<file path="config.mk">
export PLATFORM = sky130hd
export DESIGN_NAME = chroni
export DESIGN_NICKNAME = d
export VERILOG_FILES = /design/src/chroni_pkg.sv /design/src/chroni_vga_timing.sv /design/src/chroni_text_fetch.sv /design/src/chroni_line_buffer.sv /design/src/chroni_pixel_out.sv /design/src/chroni.sv
export SDC_FILE = /design/constraint.sdc
export NUM_CORES = 2
export LEC_CHECK = 0
export BUFFER_PORTS_ARGS = -buffer_cell sky130_fd_sc_hd__buf_2
export CORE_ASPECT_RATIO = 1.4
export CORE_MARGIN = 5
export CORE_UTILIZATION = 30
export DETAILED_ROUTE_END_ITERATION = 16
export MAX_ROUTING_LAYER = met4
export PLACE_DENSITY = 0.54
export SYNTH_ARGS = -nofsm -noshare
export SYNTH_HDL_FRONTEND = slang
export SYNTH_SLANG_ARGS = --single-unit
</file>
<file path="constraint.sdc">
create_clock -name vga_clk -period 3.5 [get_ports vga_clk]
set_input_delay 0.175 -clock vga_clk [delete_from_list [all_inputs] [get_ports vga_clk]]
set_output_delay 0.175 -clock vga_clk [all_outputs]
set_load 0.005 [all_outputs]
</file>
<file path="src/chroni_pkg.sv">
package chroni_pkg;

   // video mode codes
   localparam logic [1:0] vga_mode_640x480 = 2'd0;
   localparam logic [1:0] vga_mode_800x600 = 2'd1;

   // 640x480, playfield fills the active area
   localparam logic [11:0] mode1_h_total      = 12'd800;
   localparam logic [11:0] mode1_h_sync_pulse = 12'd96;
   localparam logic [11:0] mode1_h_de_start   = 12'd144;
   localparam logic [11:0] mode1_h_de_end     = 12'd784;
   localparam logic [11:0] mode1_h_pf_start   = 12'd144;
   localparam logic [11:0] mode1_h_pf_end     = 12'd784;

   localparam logic [11:0] mode1_v_total      = 12'd525;
   localparam logic [11:0] mode1_v_sync_pulse = 12'd2;
   localparam logic [11:0] mode1_v_de_start   = 12'd35;
   localparam logic [11:0] mode1_v_de_end     = 12'd515;
   localparam logic [11:0] mode1_v_pf_start   = 12'd35;
   localparam logic [11:0] mode1_v_pf_end     = 12'd515;

   // active low syncs
   localparam logic mode1_h_sync_p = 1'b0;
   localparam logic mode1_v_sync_p = 1'b0;

   // 800x600, playfield centred inside the border
   localparam logic [11:0] mode2_h_total      = 12'd1056;
   localparam logic [11:0] mode2_h_sync_pulse = 12'd128;
   localparam logic [11:0] mode2_h_de_start   = 12'd216;
   localparam logic [11:0] mode2_h_de_end     = 12'd1016;
   localparam logic [11:0] mode2_h_pf_start   = 12'd296;
   localparam logic [11:0] mode2_h_pf_end     = 12'd936;

   localparam logic [11:0] mode2_v_total      = 12'd628;
   localparam logic [11:0] mode2_v_sync_pulse = 12'd4;
   localparam logic [11:0] mode2_v_de_start   = 12'd27;
   localparam logic [11:0] mode2_v_de_end     = 12'd627;
   localparam logic [11:0] mode2_v_pf_start   = 12'd87;
   localparam logic [11:0] mode2_v_pf_end     = 12'd567;

   // active high syncs
   localparam logic mode2_h_sync_p = 1'b1;
   localparam logic mode2_v_sync_p = 1'b1;

   // text screen layout
   localparam int          text_cols   = 80;
   localparam logic [12:0] text_base   = 13'd1025;
   localparam int          line_pixels = 640;

   // rgb565 colours
   localparam logic [15:0] border_color          = 16'h10A3;
   localparam logic [15:0] text_background_color = 16'h29AC;
   localparam logic [15:0] text_foreground_color = 16'hF75B;

   // text fetch state machine
   localparam logic [2:0] fetch_idle      = 3'd0;
   localparam logic [2:0] fetch_text_req  = 3'd1;
   localparam logic [2:0] fetch_text_wait = 3'd2;
   localparam logic [2:0] fetch_font_req  = 3'd3;
   localparam logic [2:0] fetch_font_wait = 3'd4;

endpackage

</file>
<file path="src/chroni_vga_timing.sv">
`timescale 1ns/100ps

module chroni_vga_timing
   import chroni_pkg::*;
(
   input  logic       vga_clk,
   input  logic       reset_n,
   input  logic [1:0] mode_in,
   output logic       hsync_raw,
   output logic       vsync_raw,
   output logic       h_sync_p,
   output logic       v_sync_p,
   output logic       de,
   output logic       pf,
   output logic       pf_pix,
   output logic       line_start,
   output logic       pf_active_next,
   output logic [8:0] scan_row
);

   logic [11:0] h_total;
   logic [11:0] h_sync_pulse;
   logic [11:0] h_de_start;
   logic [11:0] h_de_end;
   logic [11:0] h_pf_start;
   logic [11:0] h_pf_end;
   logic [11:0] v_total;
   logic [11:0] v_sync_pulse;
   logic [11:0] v_de_start;
   logic [11:0] v_de_end;
   logic [11:0] v_pf_start;
   logic [11:0] v_pf_end;

   logic [11:0] x_cnt;
   logic [11:0] y_cnt;
   logic [11:0] y_next;
   logic        frame_start;
   logic [1:0]  mode_sel;
   logic        h_de;
   logic        v_de;
   logic        h_pf;
   logic        v_pf;
   logic        h_pf_pix;

   assign frame_start = (x_cnt == 12'd1) && (y_cnt == 12'd1);
   assign y_next      = (y_cnt == v_total) ? 12'd1 : y_cnt + 12'd1;
   // reset falls back to 640x480
   assign mode_sel    = reset_n ? mode_in : vga_mode_640x480;

   // timing set only changes at frame start
   always_ff @(posedge vga_clk) begin
      if (!reset_n || frame_start) begin
         if (mode_sel == vga_mode_800x600) begin
            h_total      <= mode2_h_total;
            h_sync_pulse <= mode2_h_sync_pulse;
            h_de_start   <= mode2_h_de_start;
            h_de_end     <= mode2_h_de_end;
            h_pf_start   <= mode2_h_pf_start;
            h_pf_end     <= mode2_h_pf_end;
            v_total      <= mode2_v_total;
            v_sync_pulse <= mode2_v_sync_pulse;
            v_de_start   <= mode2_v_de_start;
            v_de_end     <= mode2_v_de_end;
            v_pf_start   <= mode2_v_pf_start;
            v_pf_end     <= mode2_v_pf_end;
            h_sync_p     <= mode2_h_sync_p;
            v_sync_p     <= mode2_v_sync_p;
         end else begin
            h_total      <= mode1_h_total;
            h_sync_pulse <= mode1_h_sync_pulse;
            h_de_start   <= mode1_h_de_start;
            h_de_end     <= mode1_h_de_end;
            h_pf_start   <= mode1_h_pf_start;
            h_pf_end     <= mode1_h_pf_end;
            v_total      <= mode1_v_total;
            v_sync_pulse <= mode1_v_sync_pulse;
            v_de_start   <= mode1_v_de_start;
            v_de_end     <= mode1_v_de_end;
            v_pf_start   <= mode1_v_pf_start;
            v_pf_end     <= mode1_v_pf_end;
            h_sync_p     <= mode1_h_sync_p;
            v_sync_p     <= mode1_v_sync_p;
         end
      end
   end

   always_ff @(posedge vga_clk) begin
      if (!reset_n) begin
         x_cnt <= 12'd1;
         y_cnt <= 12'd1;
      end else if (x_cnt == h_total) begin
         x_cnt <= 12'd1;
         y_cnt <= y_next;
      end else begin
         x_cnt <= x_cnt + 12'd1;
      end
   end

   // flags trail the counters by one cycle
   always_ff @(posedge vga_clk) begin
      if (!reset_n) begin
         hsync_raw <= 1'b0;
         vsync_raw <= 1'b0;
         h_de      <= 1'b0;
         v_de      <= 1'b0;
         h_pf      <= 1'b0;
         v_pf      <= 1'b0;
         h_pf_pix  <= 1'b0;
      end else begin
         if (x_cnt == 12'd1) hsync_raw <= 1'b1;
         else if (x_cnt == h_sync_pulse + 12'd1) hsync_raw <= 1'b0;

         if (x_cnt == h_de_start + 12'd1) h_de <= 1'b1;
         else if (x_cnt == h_de_end + 12'd1) h_de <= 1'b0;

         if (x_cnt == h_pf_start + 12'd1) h_pf <= 1'b1;
         else if (x_cnt == h_pf_end + 12'd1) h_pf <= 1'b0;

         // one cycle early for the line buffer read
         if (x_cnt == h_pf_start) h_pf_pix <= 1'b1;
         else if (x_cnt == h_pf_end) h_pf_pix <= 1'b0;

         if (y_cnt == 12'd1) vsync_raw <= 1'b1;
         else if (y_cnt == v_sync_pulse + 12'd1) vsync_raw <= 1'b0;

         if (y_cnt == v_de_start + 12'd1) v_de <= 1'b1;
         else if (y_cnt == v_de_end + 12'd1) v_de <= 1'b0;

         if (y_cnt == v_pf_start + 12'd1) v_pf <= 1'b1;
         else if (y_cnt == v_pf_end + 12'd1) v_pf <= 1'b0;
      end
   end

   // line bookkeeping for the fetcher, updated as a new line begins
   always_ff @(posedge vga_clk) begin
      if (!reset_n) begin
         line_start     <= 1'b0;
         scan_row       <= 9'd0;
         pf_active_next <= 1'b0;
      end else begin
         line_start <= (x_cnt == h_total);
         if (x_cnt == h_total) begin
            scan_row       <= 9'(y_next - v_pf_start - 12'd1);
            pf_active_next <= (y_next >= v_pf_start - 12'd1) &&
                              (y_next <= v_pf_end - 12'd2);
         end
      end
   end

   assign de     = h_de & v_de;
   assign pf     = h_pf & v_pf;
   assign pf_pix = h_pf_pix & v_pf;

endmodule

</file>
<file path="src/chroni_text_fetch.sv">
`timescale 1ns/100ps

module chroni_text_fetch
   import chroni_pkg::*;
(
   input  logic        vga_clk,
   input  logic        reset_n,
   input  logic        line_start,
   input  logic        pf_active_next,
   input  logic [8:0]  scan_row,
   input  logic [7:0]  data,
   input  logic        rd_ack,
   output logic [12:0] addr,
   output logic        rd_req,
   output logic        wr_en,
   output logic        wr_bank,
   output logic [6:0]  wr_byte_addr,
   output logic [7:0]  wr_data
);

   logic [2:0]  state;
   logic [6:0]  col;
   logic        last_col;
   logic        fill_start;
   logic [7:0]  next_pair;
   logic [2:0]  pair;
   logic [12:0] row_offset;
   logic [12:0] text_addr;
   logic [7:0]  text_buf [text_cols];

   // line pair whose scan gets fetched, wraps to pair 0 before the playfield
   assign next_pair  = scan_row[8:1] + 8'd1;
   assign fill_start = line_start && pf_active_next && !scan_row[0];
   assign last_col   = (col == 7'(text_cols - 1));

   // text row times 80
   assign row_offset = {2'b00, next_pair[7:3], 6'b000000} +
                       {4'b0000, next_pair[7:3], 4'b0000};

   always_ff @(posedge vga_clk) begin
      if (!reset_n) begin
         state  <= fetch_idle;
         rd_req <= 1'b0;
         wr_en  <= 1'b0;
         col    <= 7'd0;
      end else begin
         wr_en <= 1'b0;
         if (fill_start) begin
            col    <= 7'd0;
            rd_req <= 1'b0;
            // character codes only on scan 0
            if (next_pair[2:0] == 3'd0) begin
               state <= fetch_text_req;
            end else begin
               state <= fetch_font_req;
            end
         end else begin
            case (state)
               fetch_text_req: begin
                  rd_req <= 1'b1;
                  state  <= fetch_text_wait;
               end
               fetch_text_wait: begin
                  if (rd_ack) begin
                     rd_req <= 1'b0;
                     if (last_col) begin
                        col   <= 7'd0;
                        state <= fetch_font_req;
                     end else begin
                        col   <= col + 7'd1;
                        state <= fetch_text_req;
                     end
                  end
               end
               fetch_font_req: begin
                  rd_req <= 1'b1;
                  state  <= fetch_font_wait;
               end
               fetch_font_wait: begin
                  if (rd_ack) begin
                     rd_req <= 1'b0;
                     wr_en  <= 1'b1;
                     if (last_col) begin
                        state <= fetch_idle;
                     end else begin
                        col   <= col + 7'd1;
                        state <= fetch_font_req;
                     end
                  end
               end
               default: state <= fetch_idle;
            endcase
         end
      end
   end

   // addresses, character store and line buffer write data
   always_ff @(posedge vga_clk) begin
      if (fill_start) begin
         pair      <= next_pair[2:0];
         text_addr <= text_base + row_offset;
      end else if (state == fetch_text_req) begin
         addr      <= text_addr;
         text_addr <= text_addr + 13'd1;
      end else if (state == fetch_font_req) begin
         // character times 8 plus scan
         addr <= {2'b00, text_buf[col], pair};
      end else if (state == fetch_text_wait && rd_ack) begin
         text_buf[col] <= data;
      end else if (state == fetch_font_wait && rd_ack) begin
         wr_bank      <= pair[0];
         wr_byte_addr <= col;
         wr_data      <= data;
      end
   end

endmodule

</file>
<file path="src/chroni_line_buffer.sv">
`timescale 1ns/100ps

module chroni_line_buffer
   import chroni_pkg::*;
(
   input  logic       vga_clk,
   input  logic       wr_en,
   input  logic       wr_bank,
   input  logic [6:0] wr_byte_addr,
   input  logic [7:0] wr_data,
   input  logic       rd_bank,
   input  logic [9:0] rd_pixel_addr,
   output logic       rd_pixel
);

   logic [7:0] bank_mem [2][line_pixels / 8];
   logic [7:0] rd_byte;
   logic [2:0] bit_sel;

   assign rd_byte = bank_mem[rd_bank][rd_pixel_addr[9:3]];
   // bit 7 is the leftmost pixel
   assign bit_sel = 3'd7 - rd_pixel_addr[2:0];

   always_ff @(posedge vga_clk) begin
      if (wr_en) begin
         bank_mem[wr_bank][wr_byte_addr] <= wr_data;
      end
   end

   always_ff @(posedge vga_clk) begin
      rd_pixel <= rd_byte[bit_sel];
   end

endmodule

</file>
<file path="src/chroni_pixel_out.sv">
`timescale 1ns/100ps

module chroni_pixel_out
   import chroni_pkg::*;
(
   input  logic       vga_clk,
   input  logic       reset_n,
   input  logic       de,
   input  logic       pf,
   input  logic       pf_pix,
   input  logic       hsync_raw,
   input  logic       vsync_raw,
   input  logic       h_sync_p,
   input  logic       v_sync_p,
   input  logic       line_start,
   input  logic [8:0] scan_row,
   input  logic       rd_pixel,
   output logic       rd_bank,
   output logic [9:0] rd_pixel_addr,
   output logic       hs,
   output logic       vs,
   output logic [4:0] vga_r,
   output logic [5:0] vga_g,
   output logic [4:0] vga_b
);

   logic [15:0] color_q;

   // two display lines per bank
   assign rd_bank = scan_row[1];

   always_ff @(posedge vga_clk) begin
      if (!reset_n || line_start) begin
         rd_pixel_addr <= 10'd0;
      end else if (pf_pix && rd_pixel_addr != 10'(line_pixels - 1)) begin
         rd_pixel_addr <= rd_pixel_addr + 10'd1;
      end
   end

   always_ff @(posedge vga_clk) begin
      if (!reset_n) begin
         hs      <= ~h_sync_p;
         vs      <= ~v_sync_p;
         color_q <= 16'h0000;
      end else begin
         hs <= (hsync_raw == h_sync_p);
         vs <= (vsync_raw == v_sync_p);
         if (!de) color_q <= 16'h0000;
         else if (!pf) color_q <= border_color;
         else if (rd_pixel) color_q <= text_foreground_color;
         else color_q <= text_background_color;
      end
   end

   assign vga_r = color_q[15:11];
   assign vga_g = color_q[10:5];
   assign vga_b = color_q[4:0];

endmodule

</file>
<file path="src/chroni.sv">
`timescale 1ns/100ps

module chroni (
   input  logic        vga_clk,
   input  logic        reset_n,
   input  logic [1:0]  vga_mode_in,
   input  logic [7:0]  data,
   input  logic        rd_ack,
   output logic        hs,
   output logic        vs,
   output logic [4:0]  vga_r,
   output logic [5:0]  vga_g,
   output logic [4:0]  vga_b,
   output logic [12:0] addr,
   output logic        rd_req
);

   logic       hsync_raw;
   logic       vsync_raw;
   logic       h_sync_p;
   logic       v_sync_p;
   logic       de;
   logic       pf;
   logic       pf_pix;
   logic       line_start;
   logic       pf_active_next;
   logic [8:0] scan_row;
   logic       wr_en;
   logic       wr_bank;
   logic [6:0] wr_byte_addr;
   logic [7:0] wr_data;
   logic       rd_bank;
   logic [9:0] rd_pixel_addr;
   logic       rd_pixel;

   chroni_vga_timing u_timing (
      .vga_clk        (vga_clk),
      .reset_n        (reset_n),
      .mode_in        (vga_mode_in),
      .hsync_raw      (hsync_raw),
      .vsync_raw      (vsync_raw),
      .h_sync_p       (h_sync_p),
      .v_sync_p       (v_sync_p),
      .de             (de),
      .pf             (pf),
      .pf_pix         (pf_pix),
      .line_start     (line_start),
      .pf_active_next (pf_active_next),
      .scan_row       (scan_row)
   );

   chroni_text_fetch u_fetch (
      .vga_clk        (vga_clk),
      .reset_n        (reset_n),
      .line_start     (line_start),
      .pf_active_next (pf_active_next),
      .scan_row       (scan_row),
      .data           (data),
      .rd_ack         (rd_ack),
      .addr           (addr),
      .rd_req         (rd_req),
      .wr_en          (wr_en),
      .wr_bank        (wr_bank),
      .wr_byte_addr   (wr_byte_addr),
      .wr_data        (wr_data)
   );

   chroni_line_buffer u_line_buffer (
      .vga_clk        (vga_clk),
      .wr_en          (wr_en),
      .wr_bank        (wr_bank),
      .wr_byte_addr   (wr_byte_addr),
      .wr_data        (wr_data),
      .rd_bank        (rd_bank),
      .rd_pixel_addr  (rd_pixel_addr),
      .rd_pixel       (rd_pixel)
   );

   chroni_pixel_out u_pixel_out (
      .vga_clk        (vga_clk),
      .reset_n        (reset_n),
      .de             (de),
      .pf             (pf),
      .pf_pix         (pf_pix),
      .hsync_raw      (hsync_raw),
      .vsync_raw      (vsync_raw),
      .h_sync_p       (h_sync_p),
      .v_sync_p       (v_sync_p),
      .line_start     (line_start),
      .scan_row       (scan_row),
      .rd_pixel       (rd_pixel),
      .rd_bank        (rd_bank),
      .rd_pixel_addr  (rd_pixel_addr),
      .hs             (hs),
      .vs             (vs),
      .vga_r          (vga_r),
      .vga_g          (vga_g),
      .vga_b          (vga_b)
   );

endmodule

</file>
==> impl_metrics.py <==
metrics = {
    "status": {
        "outcome": "finished, final reports clean",
    },
    "yosys": {
        "syn-cell-area_um2": 80600,
        "synth_largest_area_cell": "edfxtp_1",
        "syn_nets": 4145,
        "yosysWarnings": 0,
        "synth_seq_cells": 2046,
        "synth_edf_count": 1967,
        "synth_top_area_share_pct": 73.3,
        "synth.area.top_cells": "edfxtp_1 73%, mux4_2 13%, mux2i_1 2.3%, dfxtp_1 2.0%, nor2_1 1.5%",
        "syn_area_per_cell_um2": 19.6,
        "yosysSeqAreaShare_pct": 75.2,
        "yosys.cell_types.count": 74,
        "async_reset_ff_share_pct": 0,
        "synth_flop_cell": "edfxtp_1",
        "syn_inst": 4110,
    },
    "worst_setup_path": {
        "path_max_fanout": 28,
        "r2r_slack_ps": 190,
        "cp-end-kind": "flip-flop",
        "required_ps": 4240,
        "path_class": "flip-flop to flip-flop",
        "critPathArrivalTime_ps": 4050,
        "critPathLaunchType": "flip-flop",
    },
    "power_and_ir_drop": {
        "ir_drop_v": 0.000353,
        "power_density_nw_per_um2": 513,
        "p_leak_nw": 29.1,
    },
    "floorplan": {
        "rows": 225,
        "die_x_um": 448,
        "start_util_pct": 30.1,
        "dieHeight_um": 623,
        "io_pins": 45,
        "core_area_um2": 268000,
        "die-area_um2": 279000,
    },
    "sta": {
        "fin_setup_tns_ps": 0,
        "setup_viol": 0,
        "rsz0062_at_grt": "false",
        "fmax_mhz": 302,
        "fin_crit_ps": 3310,
        "finalCritPeriodShare_pct": 94.5,
        "slew_headroom_pct": 15.4,
        "skew_ps": 107,
        "maxSlewViolCount": 0,
        "finalHoldViolCount": 0,
        "worst_slew_pin_slew_ps": 1260,
    },
    "cells_and_area": {
        "postLayoutCellArea_um2": 94800,
        "layout.nets": 4614,
        "layout-drive-gt1-share_pct": 27.3,
        "syn_to_final_growth_pct": 17.6,
    },
    "grt": {
        "antenna_found_initial": 1,
        "grt_pass1_vias": 42900,
        "grt_pass1_wl_um": 315000,
        "grtUsageTotal_pct": 15.8,
        "grt_max_degree": 161,
        "grt_remaining_overflow": 0,
    },
    "placement": {
        "portBuffers": 44,
        "placed_area_um2": 88200,
        "dp_hpwl_um": 144000,
        "place.gp.congestion": 0.910,
    },
    "drt": {
        "viasPerCell": 4.98,
        "wl_per_cell_um": 26.5,
        "vias": 41100,
        "drtPass1Iterations": 8,
        "wirelength_um": 219000,
        "drtIter0Drc": 3296,
        "drcViolationCount": 0,
        "ant_nets": 0,
    },
    "cts": {
        "cts-root-buf": "clkbuf_16",
        "cts_tree": "yes",
        "cts_max_level": 4,
        "cts.reportedPaths.clkPinSlew_ps": 70,
        "cts.sink_count": 2046,
        "clockBufferDepth": 4,
        "insertion_delay_ps": 870,
        "cts-buffers-inserted": 203,
        "cts_setup_buffers": 0,
    },
    "flow_run": {
        "cap_violations": 0,
    },
    "hold_path": {
        "hold_path.class": "primary input to flip-flop",
    },
}
final timing paths:
path                                                   start  cells past startpoint                                 to
worst max-delay path                               flip-flop                     12     u_line_buffer.rd_pixel$_DFF_P_
worst min-delay path                                 data[1]                      1  u_fetch.text_buf[34][1]$_DFFE_PP_
worst max register to register                     flip-flop                     12     u_line_buffer.rd_pixel$_DFF_P_
worst min register to register  u_timing.x_cnt[0]$_SDFF_PP1_                      1       u_timing.x_cnt[0]$_SDFF_PP1_
registers in the layout, summed over array words and instances (netlist names), 3 cells and up, named ones only:
| name | flops |
|---|---|
| u_timing.y_cnt | 11 |
| u_timing.scan_row | 9 |
| u_fetch.col | 7 |
| u_pixel_out.rd_pixel_addr | 10 |
| u_fetch.text_addr | 13 |
| u_pixel_out.color_q | 5 |
| u_fetch.text_buf | 640 |
| u_line_buffer.bank_mem | 1280 |
| u_timing.x_cnt | 12 |
| u_fetch.addr | 13 |
| u_fetch.wr_byte_addr | 7 |
| u_fetch.wr_data | 8 |
| u_fetch.state | 3 |
| u_fetch.pair | 3 |
cells by family (layout without fill, tap and decap cells):
group | after synthesis | in the layout | share of synthesized area (%)
compound gates | 337 | 337 | 2.82
other cells | 0 | 1 | 0
xor+xnor | 72 | 72 | 0.782
flops | 2046 | 2046 | 75.2
mux | 654 | 654 | 15.3
buf+inv | 271 | 903 | 1.51
fa+ha+maj | 22 | 22 | 0.351
simple gates | 708 | 708 | 3.95
routing by layer:
metal  up-vias  global-route usage, %  wire length, um
met5         -                      -                0
met3       392                   2.01             9400
li1      17700                      -                -
met2      1138                   28.4           118000
met4         0                   6.63            10500
met1     21900                   17.8            80600
worst max-delay path, cell delays in order (launching register included):
cell	delay [ps]
dfxtp_4	400
buf_12	170
buf_12	250
mux4_2	550
mux2i_1	180
nor2_1	80
nor4_1	670
a31oi_1	90
buf_4	190
a211oi_1	230
nand4_1	130
o211ai_1	140
a32oi_1	80
synth_stat cells, types with 10 or more instances:
cell	instances
a2111oi_0	10
a211oi_1	18
a21boi_0	15
a21oi_1	49
a22oi_1	37
a31oi_1	13
and2_1	20
and3_1	15
buf_1	29
buf_2	43
buf_4	36
clkbuf_1	135
dfxtp_1	79
edfxtp_1	1967
ha_1	21
inv_1	24
mux2i_1	182
mux4_2	465
nand2_1	139
nand3_1	66
nand4_1	16
nor2_1	332
nor2b_1	22
nor3_1	36
nor4_1	13
o21ai_0	69
o221ai_1	19
o22ai_1	48
or3_1	10
xnor2_1	37
xor2_1	35
power by group:
group	switching (mW)	internal, mW	leakage, nW
combinational	0.203	0.0632	7.58
sequential	0.0110	26.5	18.3
clock	9.28	12.5	3.20
per-stage QoR:
step / setup slack, ps / total power [mW] / hold WS, ps / instances / util, %
finish: 193 / 48.6 / 43.6 / 8261 / 35.4
global route: 33.4 / 50.1 / 40.7 / 8261 / 35.4
global placement: 85.5 / 27.3 / 428 / 7886 / 32.9
detailed placement: 106 / 27.4 / 436 / 7886 / 32.9
CTS: 100 / 49.2 / 2.93 / 8260 / 35.4
floorplan: 432 / 27.2 / 274 / 4110 / -
placed cells by master, fill, tap and decap left out, drive strengths merged, types with 8 or more instances in the layout:
| master | instances |
|---|---|
| a21boi | 15 |
| edfxtp | 1967 |
| nand2 | 139 |
| mux4 | 465 |
| o21ai | 69 |
| a21oi | 49 |
| o22ai | 48 |
| a221oi | 8 |
| and2 | 21 |
| o221ai | 19 |
| nor4 | 13 |
| clkinv | 83 |
| clkinvlp | 9 |
| xor2 | 35 |
| a21o | 8 |
| nand4 | 16 |
| and3 | 15 |
| dfxtp | 79 |
| ha | 21 |
| nor2 | 333 |
| inv | 32 |
| mux2i | 182 |
| nor2b | 22 |
| nand3 | 66 |
| bufinv | 22 |
| clkbuf | 248 |
| xnor2 | 37 |
| a2111oi | 10 |
| a211oi | 19 |
| buf | 503 |
| nor3 | 36 |
| a22oi | 37 |
| or3 | 10 |
| a31oi | 13 |
cell type report:
type	count	area [um^2]
clock buffers	248	5380
fillers	25100	173000
multi-input cells	1793	18800
repair buffers	509	4290
flip-flops and latches	2046	60700
clock inverters	120	1170
well taps	3518	4400
diodes	1	2.50
inverters	26	97.6
timing repair:
item / CTS / global route
endpoints found under the setup margin: 0 / 1
endpoints found under the hold margin: 125 / 0
hold buffers: 6 / 0
resized for setup: 0 / 1
Power figures use the tool's default switching activity.
